### src/regfile_consts.svh
`ifndef REGFILE_CONSTS_SVH
`define REGFILE_CONSTS_SVH

// register file geometry
`define REGF_NUM_REGS 32

// bits needed to name one register
`define REGF_ADDR_W 5

// one scrub cycle for every register including r0
`define REGF_SCRUB_LEN `REGF_NUM_REGS

`endif

### src/regfilePkg.sv
`include "regfile_consts.svh"

package regfilePkg;

   // one data word of the core
   typedef logic [31:0] regWordT;

   // register number
   typedef logic [`REGF_ADDR_W-1:0] regAddrT;

   // write-back source where WB_NONE means no write
   typedef enum logic [1:0] {
      WB_RESULT = 2'd0,
      WB_LINK   = 2'd1,
      WB_LOAD   = 2'd2,
      WB_NONE   = 2'd3
   } wbSrcT;

   // byte lanes of a load, one bit per lane
   typedef logic [3:0] byteSelT;

   // store access size
   typedef enum logic [1:0] {
      SIZE_BYTE = 2'd0,
      SIZE_HALF = 2'd1,
      SIZE_WORD = 2'd2,
      SIZE_BAD  = 2'd3
   } accSizeT;

endpackage

### src/regBankRam.sv
`timescale 1ns/1ps
`include "regfile_consts.svh"

module regBankRam (
   input  logic                gclk,
   input  logic                we,
   input  regfilePkg::regAddrT wAddr,
   input  regfilePkg::regWordT wData,
   input  logic                re,
   input  regfilePkg::regAddrT rAddr,
   output regfilePkg::regWordT rData
);
   import regfilePkg::*;

   // one word per register
   regWordT mem [0:`REGF_NUM_REGS-1];

   // single write port
   always_ff @(posedge gclk) begin
      if (we) begin
         mem[wAddr] <= wData;
      end
   end

   // synchronous read returns the old word on a same-edge write
   always_ff @(posedge gclk) begin
      if (re) begin
         rData <= mem[rAddr];
      end
   end

endmodule

### src/regScrubCounter.sv
`timescale 1ns/1ps
`include "regfile_consts.svh"

module regScrubCounter (
   input  logic                gclk,
   input  logic                rstN,
   output logic                busy,
   output regfilePkg::regAddrT scrubAddr
);
   // one extra bit so the count can sit past the last address
   localparam int cntW = `REGF_ADDR_W + 1;
   localparam logic [cntW-1:0] scrubEnd = cntW'(`REGF_SCRUB_LEN);

   logic [cntW-1:0] cnt;

   // walks 0..31 once after reset, then parks at scrubEnd
   always_ff @(posedge gclk or negedge rstN) begin
      if (!rstN) begin
         cnt <= '0;
      end else if (busy) begin
         cnt <= cnt + cntW'(1);
      end
   end

   // high from reset until the last register has been written
   assign busy = (cnt < scrubEnd);

   // low bits name the register being cleared
   assign scrubAddr = cnt[cntW-2:0];

endmodule

### src/loadSizer.sv
`timescale 1ns/1ps

module loadSizer (
   input  logic                gclk,
   input  regfilePkg::byteSelT loadSel,
   input  regfilePkg::regWordT dcacheIn,
   output regfilePkg::regWordT loadData
);
   import regfilePkg::*;

   regWordT sized;

   // pick the lane, shift it down, zero-extend
   always_comb begin
      case (loadSel)
         // single bytes
         4'h8: sized = {24'd0, dcacheIn[31:24]};
         4'h4: sized = {24'd0, dcacheIn[23:16]};
         4'h2: sized = {24'd0, dcacheIn[15:8]};
         4'h1: sized = {24'd0, dcacheIn[7:0]};
         // halfwords
         4'hC: sized = {16'd0, dcacheIn[31:16]};
         4'h3: sized = {16'd0, dcacheIn[15:0]};
         // full word
         4'hF: sized = dcacheIn;
         // malformed select reads as zero
         default: sized = '0;
      endcase
   end

   // registered toward the write port and the store forward path
   always_ff @(posedge gclk) begin
      loadData <= sized;
   end

endmodule

### src/storeSizer.sv
`timescale 1ns/1ps

module storeSizer (
   input  regfilePkg::regWordT regD,
   input  regfilePkg::regWordT loadData,
   input  regfilePkg::regWordT result,
   input  regfilePkg::regAddrT wrAddr,
   input  regfilePkg::regAddrT rdAddr,
   input  regfilePkg::wbSrcT   wbSrc,
   input  logic                writeActive,
   input  regfilePkg::accSizeT accSize,
   output regfilePkg::regWordT dcacheOut
);
   import regfilePkg::*;

   logic    hitD;
   logic    fwdLoad;
   logic    fwdResult;
   regWordT storeOp;

   // store register is being written this very cycle
   assign hitD = writeActive && (wrAddr == rdAddr);

   assign fwdLoad   = hitD && (wbSrc == WB_LOAD);
   assign fwdResult = hitD && (wbSrc == WB_RESULT);

   // newest value of the store register
   always_comb begin
      if (fwdLoad) begin
         storeOp = loadData;
      end else if (fwdResult) begin
         storeOp = result;
      end else begin
         storeOp = regD;
      end
   end

   // copy the operand across every lane it can land in
   always_comb begin
      case (accSize)
         SIZE_BYTE: dcacheOut = {4{storeOp[7:0]}};
         SIZE_HALF: dcacheOut = {2{storeOp[15:0]}};
         SIZE_WORD: dcacheOut = storeOp;
         default:   dcacheOut = '0;
      endcase
   end

endmodule

### src/regFile.sv
`timescale 1ns/1ps

module regFile (
   input  logic                gclk,
   input  logic                rstN,
   input  logic                readEn,
   input  logic                stageEn,
   input  regfilePkg::regAddrT raAddr,
   input  regfilePkg::regAddrT rbAddr,
   input  regfilePkg::regAddrT rdAddr,
   input  regfilePkg::regAddrT wrAddr,
   input  regfilePkg::wbSrcT   wbSrc,
   input  regfilePkg::regWordT result,
   input  logic [31:2]         pcLink,
   input  regfilePkg::byteSelT loadSel,
   input  regfilePkg::accSizeT accSize,
   input  regfilePkg::regWordT dcacheIn,
   output regfilePkg::regWordT regA,
   output regfilePkg::regWordT regB,
   output regfilePkg::regWordT dcacheOut,
   output logic                busy
);
   import regfilePkg::*;

   logic    wrEnD;
   logic    writeActive;
   regWordT wbData;
   regWordT loadData;
   regWordT regD;
   regAddrT scrubAddr;

   // bank write port after the scrub override
   logic    bankWe;
   regAddrT bankAddr;
   regWordT bankData;

   // execute enable lines up with write-back one cycle later
   always_ff @(posedge gclk or negedge rstN) begin
      if (!rstN) begin
         wrEnD <= 1'b0;
      end else begin
         wrEnD <= stageEn;
      end
   end

   // r0 is never written by normal traffic
   assign writeActive = (wrAddr != '0) && (wbSrc != WB_NONE) && wrEnD;

   always_comb begin
      case (wbSrc)
         WB_RESULT: wbData = result;
         WB_LINK:   wbData = {pcLink, 2'b00};
         WB_LOAD:   wbData = loadData;
         default:   wbData = '0;
      endcase
   end

   // scrub owns the write port until every register is zero
   assign bankWe   = busy | writeActive;
   assign bankAddr = busy ? scrubAddr : wrAddr;
   assign bankData = busy ? '0 : wbData;

   regScrubCounter scrub_i (
      .gclk      (gclk),
      .rstN      (rstN),
      .busy      (busy),
      .scrubAddr (scrubAddr)
   );

   // three copies for three read ports with the same writes into each
   regBankRam bankA_i (
      .gclk  (gclk),
      .we    (bankWe),
      .wAddr (bankAddr),
      .wData (bankData),
      .re    (readEn),
      .rAddr (raAddr),
      .rData (regA)
   );

   regBankRam bankB_i (
      .gclk  (gclk),
      .we    (bankWe),
      .wAddr (bankAddr),
      .wData (bankData),
      .re    (readEn),
      .rAddr (rbAddr),
      .rData (regB)
   );

   regBankRam bankD_i (
      .gclk  (gclk),
      .we    (bankWe),
      .wAddr (bankAddr),
      .wData (bankData),
      .re    (readEn),
      .rAddr (rdAddr),
      .rData (regD)
   );

   loadSizer loadSizer_i (
      .gclk     (gclk),
      .loadSel  (loadSel),
      .dcacheIn (dcacheIn),
      .loadData (loadData)
   );

   storeSizer storeSizer_i (
      .regD        (regD),
      .loadData    (loadData),
      .result      (result),
      .wrAddr      (wrAddr),
      .rdAddr      (rdAddr),
      .wbSrc       (wbSrc),
      .writeActive (writeActive),
      .accSize     (accSize),
      .dcacheOut   (dcacheOut)
   );

endmodule

### config.mk
export PLATFORM = sky130hd
export DESIGN_NAME = regFile
export DESIGN_NICKNAME = d
export VERILOG_FILES = /design/src/regfilePkg.sv /design/src/regBankRam.sv /design/src/regScrubCounter.sv /design/src/loadSizer.sv /design/src/storeSizer.sv /design/src/regFile.sv
export VERILOG_INCLUDE_DIRS = /design/src /design/src/src
export SDC_FILE = /design/constraint.sdc
export NUM_CORES = 2
export LEC_CHECK = 0
export CAP_MARGIN = 20
export CORE_MARGIN = 2
export CORE_UTILIZATION = 41
export DETAILED_ROUTE_END_ITERATION = 8
export DONT_BUFFER_PORTS = 1
export GPL_TIMING_DRIVEN = 1
export PLACE_DENSITY = 0.61
export SETUP_SLACK_MARGIN = 0.2
export SYNTH_ARGS = -nofsm -noshare
export SYNTH_HDL_FRONTEND = slang
export SYNTH_SLANG_ARGS = --single-unit
### constraint.sdc
create_clock -name gclk -period 6.15 [get_ports gclk]
set_input_delay 0.615 -clock gclk [delete_from_list [all_inputs] [get_ports gclk]]
set_output_delay 0.615 -clock gclk [all_outputs]
set_load 0.01 [all_outputs]
* Word-level counts from Yosys, hierarchy flattened
Memory sizes are Yosys's and may differ from the RTL's. A register that Yosys moved wholly into a read port is not among the register bits.
Cells that the tools add are included.
** Operators by class
- $add $sub $neg :: 1
- $lt $le $gt $ge :: 1
- Eq/ne operators :: 13
- Muxes and demuxes :: 9
- Bitwise logic cells :: 1
- Reduce and logical (&&, ||, !) cells :: 8
** Operators with widths (number)
- one-hot mux 32 bit (7 select lines) :: 1
- one-hot mux 32 bit (3 select lines) :: 2
- two-way mux 32 bit :: 3
- equality test 4 bit (second input constant) :: 3
- equality test 4 x 2 -> 1 bit (second input constant) :: 2
- adder 6 x 1 -> 6 bit (second input constant) :: 1
- less-than comparator 6 bit (second input constant) :: 1
- equality test 5 bit :: 1
- logical AND 1 bit :: 5
- two-way mux 5 bit :: 1
- nonzero test 5 bit :: 1
- equality test 2 x 1 -> 1 bit (second input constant) :: 2
- equality test 2 bit (second input constant) :: 2
- equality test 4 x 1 -> 1 bit (second input constant) :: 1
- equality test 4 x 3 -> 1 bit (second input constant) :: 1
- zero test 2 bit :: 2
- two-way mux 1 bit :: 2
- != test 2 bit (second input constant) :: 1
- OR 1 bit :: 1
** Word-level totals
- Flip-flop bits (word level) :: 39
- RAM bits :: 3072
- Input bits :: 126
- Output and inout port bits :: 97
- Logic and storage cells :: 39
- Memories :: 3
** Memory list
- bankA_i.mem :: words 32, width 32, read ports 1, clocked after memory_dff 1, wr ports 1, RTL line regBankRam.sv:16 : regWordT mem [0:`REGF_NUM_REGS-1];
- bankB_i.mem :: words 32, width 32, read ports 1, clocked after memory_dff 1, wr ports 1, RTL line regBankRam.sv:16
- bankD_i.mem :: words 32, width 32, read ports 1, clocked after memory_dff 1, wr ports 1, RTL line regBankRam.sv:16

* Depth between registers and ports, before layout
- Depth in word-level cells :: 8
- Depth in mapped cells :: 8
- Mapped depth without buffers :: 5

* Modules after synthesis
From an unflattened synthesis, not the netlist that was laid out.
** Unflattened totals
- Cells, all modules :: 7320
- Area total of the unflattened synthesis :: 126824.1 um^2
** Modules (own cells, without submodules)
- regBankRam :: instances 3, cells each 2260, area each 40805.4 um^2, seq. area each 31710.4 um^2
- storeSizer :: instances 1, cells each 217, area each 1722.9 um^2, seq. area each 0.0 um^2
- loadSizer :: instances 1, cells each 144, area each 1333.8 um^2, seq. area each 640.6 um^2
- regFile :: instances 1, cells each 155, area each 1063.5 um^2, seq. area each 25.0 um^2
- regScrubCounter :: instances 1, cells each 24, area each 287.8 um^2, seq. area each 150.1 um^2

* Least setup slack after synthesis
OpenSTA, ideal clock, no wires.
- Kind :: in2reg
- From :: input port wbSrc[0]
- To :: memory bankB_i.mem[2][0] (netlist name) (enable)
- Library setup time :: 0.421 ns
- Arrival :: 3.047 ns
- Data required time :: 5.729 ns
- Setup slack :: 2.681 ns
- Stages :: 7
- Path buffers :: 2
- Cell sequence :: clkbuf_1 nand2_1 nand3_1 o32a_1 or2_2 clkbuf_1 nor2_1
** Between the ends
- Cells in the longest elaborated chain, start to end :: 6
** RTL lines
- from (decl) :: RTL line regFile.sv:12 : input regfilePkg::wbSrcT wbSrc,
- != test 2 bit :: RTL line regFile.sv:47 : assign writeActive = (wrAddr != '0) && (wbSrc != WB_NONE) && wrEnD;
- logical AND 1 bit (2 in series) :: RTL line regFile.sv:47
- OR 1 bit :: RTL line regFile.sv:59 : assign bankWe = busy | writeActive;
- two-way mux 1 bit :: RTL line regBankRam.sv:20 : if (we) begin
- two-way mux 1 bit (not written as such) :: RTL line regBankRam.sv:21 : mem[wAddr] <= wData;
- to (decl) :: RTL line regBankRam.sv:16
Every way passes these cells.

* Final worst setup path
- From :: input port rdAddr[0]
- To :: output port dcacheOut[30]
** Between the ends
- Cells in the longest elaborated chain, start to end :: 6
- Elaborated cells between the ends (all ways) :: 7
- Classes of those cells :: eq/ne: 1; mux: 3; reduce/logical: 3
** RTL lines
- from (decl) :: RTL line regFile.sv:10 : input regfilePkg::regAddrT rdAddr,
- equality test 5 bit * :: RTL line storeSizer.sv:22 : assign hitD = writeActive && (wrAddr == rdAddr);
- logical AND 1 bit * :: RTL line storeSizer.sv:22
- logical AND 1 bit :: RTL line storeSizer.sv:25 : assign fwdResult = hitD && (wbSrc == WB_RESULT);
- two-way mux 32 bit :: RTL line storeSizer.sv:31 : end else if (fwdResult) begin
- two-way mux 32 bit * :: RTL line storeSizer.sv:29 : if (fwdLoad) begin
- one-hot mux 32 bit (3 select lines) * :: RTL line storeSizer.sv:40 : case (accSize)
- to (decl) :: RTL line regFile.sv:20 : output regfilePkg::regWordT dcacheOut,
Mark *: on every way between the ends. The rest lies on a longest branch, timed or not.

==> metrics.csv <==
metric,value,unit
outcome,completed,
latest clock arrival within the worst-skew pair,800,ps
final cycle utilization of the critical path,69.9,%
CP bufs+invs,3,
most frequent cells after synthesis,"1120 x edfxtp_1, 960 x mux4_2, 116 x clkbuf_1, 106 x nor2_1, 98 x mux2_2",
io pins,223,
antenna violations before repair,30,
Nets,3000,
leading cell type by number of instances after synthesis,edfxtp_1,
setup TNS,0,ps
via count,34600,
H-tree depth,4,
crit-path max FO,257,
area of the mapped netlist,60900,um2
total congestion overflow,0,
vias in the first global route,34900,
number of flops mapped to enable cells by yosys,1120,
"slowest stage delay, CP",550,ps
setup violators final,0,
num rows,141,
internal reg-to-reg setup slack,2410,ps
drt wl/cell,41.1,um
CTS tree,done,
Yosys Warn Count,0,
Non-Filler Instances,4923,
dpl hpwl,119000,um
"Hold Vio Cnt, Final",0,
I/O Buffers,0,
largest net degree at the start of global routing,258,
RD Place Congestion,1.03,
area share of the largest cell type after synthesis,55.2,%
Lkg Pwr,22.5,nW
"Top FF cell, synth",edfxtp_1,
Total Routed Length,202000,um
"delay-heaviest family, CP",buffers and inverters,
min cycle time layout,4300,ps
Synth Instances,2891,
relative slew slack,15.8,%
Final ANT Viol Nets,0,
initial cell density of the core,41.2,%
final clock skew,30.4,ps
GRT Overall Usage,26.8,%
slowest CP cell,o221ai_1,
max-cap viol count,0,
Hold Crit Class,in -> reg,
WS Path Type,in -> out,
syn nets,3018,
"Distinct cells, synth",39,
RSZ-0062 raised after global routing,false,
first-pass detailed-route iteration total,6,
Least-Margin Pin Slew,1260,ps
Achievable Freq,233,MHz
CTS Sinks,1159,
worst path arrival time,3680,ps
total CTS buffers,133,
Crit. End Element,primary output,
dpl cells,4617,
Setup crit start kind,input port,
Layout area overhead,11.5,%
die area,152000,um2
deepest clock path buffer count,3,
FILL cells,12000,
worst path cell trace,xor2_1 > nor4_2 > buf_4 > buf_4 > and2_1 > buf_16 > o21ai_0 > o221ai_1,
core area,148000,um2
PD cells,269,nW/um2
Async SR Flop Fraction,0.604,%
first-pass GRT wire length,280000,um
layout cells sized above 1,46.3,%
Vias/cell,7.02,
"Seq/Total Area, Yosys",56.6,%
cell mode on critical path,buf_4,
Root Buffer,clkbuf_16,
Slew Limit Fails,0,
# DRC,0,
ranking of synthesized cells by area,"edfxtp_1 55%, mux4_2 36%, mux2_2 1.8%, mux2i_1 1.1%, dfxtp_1 1.1%",
clk slew on worst S/H paths,60,ps
Yosys reg bits,1159,
syn_area_per_cell,21.1,um2
postcts setup bufs,0,
initial drt markers,5083,
"Req. time, crit path",5530,ps
Die X,389,um
DIE HEIGHT,389,um
"area leader, netlist",edfxtp_1,
peak supply drop,0.208,mV
==> worst reg2reg max path: cells and delay by family (launching register included) <==
kind / cells / cell delay, ps
AND/OR/NAND/NOR: 2 / 1700
multiplexers: 1 / 560
flip-flops: 1 / 650
buffers and inverters: 1 / 470
==> report_power, final <==
part | leakage (nW) | total [W] | switching (W) | internal (W)
Combinational | 8.40 | 0.00133 | 0.000618 | 0.000713
Sequential | 11.9 | 0.00885 | 0.0000614 | 0.00878
Clock | 2.16 | 0.00810 | 0.00333 | 0.00477
==> sequential cells by signal (all words and copies together), names as in the netlist <==
register,flops
bankD_i.rData,32
bankD_i.mem,512
bankB_i.mem,512
bankB_i.rData,32
scrub_i.cnt,6
bankA_i.rData,32
loadSizer_i.loadData,32
wrEnD,1
==> through the flow <==
step	cell area, um2	utilization (%)	power (W)	hold WS (ps)	worst slack [ps]
after global routing	67900	46.0	0.0187	36.9	2010
final	67900	46.0	0.0183	59.0	1850
after global placement	62800	42.5	0.0102	320	1130
after detailed placement	62900	42.6	0.0103	320	1610
after CTS	67800	45.9	0.0184	8.66	1540
after floorplan	60900	-	0.0101	319	2680
==> what timing repair did <==
item / 4_1_cts / 5_1_grt
endpoints found under the hold margin: 128 / 0
resized for setup: 0 / 0
hold buffers: 42 / 0
==> final cells by class <==
cell class                 instances  area [um2]  share of cell area [%]
inverter                           4        15.0                  0.0221
tap                             1930        2410                    3.56
antenna                           14        35.0                  0.0516
sequential                      1159       34400                    50.7
clock buffer                     168        3620                    5.33
clock inverter                    73         782                    1.15
timing repair buffer             117        1110                    1.63
multi-input combinational       1458       25500                    37.5
==> logic make-up (layout without fill, tap and decap cells) <==
family / Yosys count / after routing / synth area share (%)
AO/OA/AOI/OAI: 133 / 133 / 1.42
XOR/XNOR: 9 / 9 / 0.129
adder cells (fa/ha/maj): 1 / 1 / 0.0205
buffers and inverters: 274 / 362 / 2.06
flip-flops: 1159 / 1159 / 56.6
multiplexers: 1123 / 1123 / 38.4
other: 0 / 14 / 0
AND/OR/NAND/NOR: 192 / 192 / 1.42
==> layer usage <==
metal,track usage (%),up-vias,part of all wire [%],routed length (um)
met1,35.9,18800,37,75100
met4,9.00,32,3.3,6760
met3,10.6,379,13,27000
li1,-,13000,-,-
met2,40.0,2411,46,92600
met5,0,-,0.35,710
==> layout by cell type (no fill, tap or decap), types with 31 or more instances in the layout <==
cell	n
a21oi_1	32
o21ai_0	31
clkbuf_16	139
dlygate4sd3_1	41
mux2i_1	65
dfxtp_1	32
edfxtp_1	1120
buf_4	61
mux2_2	98
nor2_1	64
mux4_2	960
nand3_1	39
nor2_4	32
==> final timing paths <==
path | cells past startpoint | startpoint | to
hold / removal | 1 | raAddr[4] | bankA_i.rData[2]$_DFFE_PP_
min in group asynchronous | 1 | rstN | scrub_i.cnt[2]$_DFFE_PN0N_
hold reg to reg | 1 | scrub_i.cnt[2]$_DFFE_PN0N_ | scrub_i.cnt[2]$_DFFE_PN0N_
max in group asynchronous | 1 | rstN | scrub_i.cnt[1]$_DFFE_PN0N_
setup reg to reg | 4 | scrub_i.cnt[5]$_DFFE_PN0N_ | bankB_i.mem[13][16]$_DFFE_PP_
setup / recovery | 8 | rdAddr[0] | dcacheOut[30]
(Power assumes the default switching activity.)
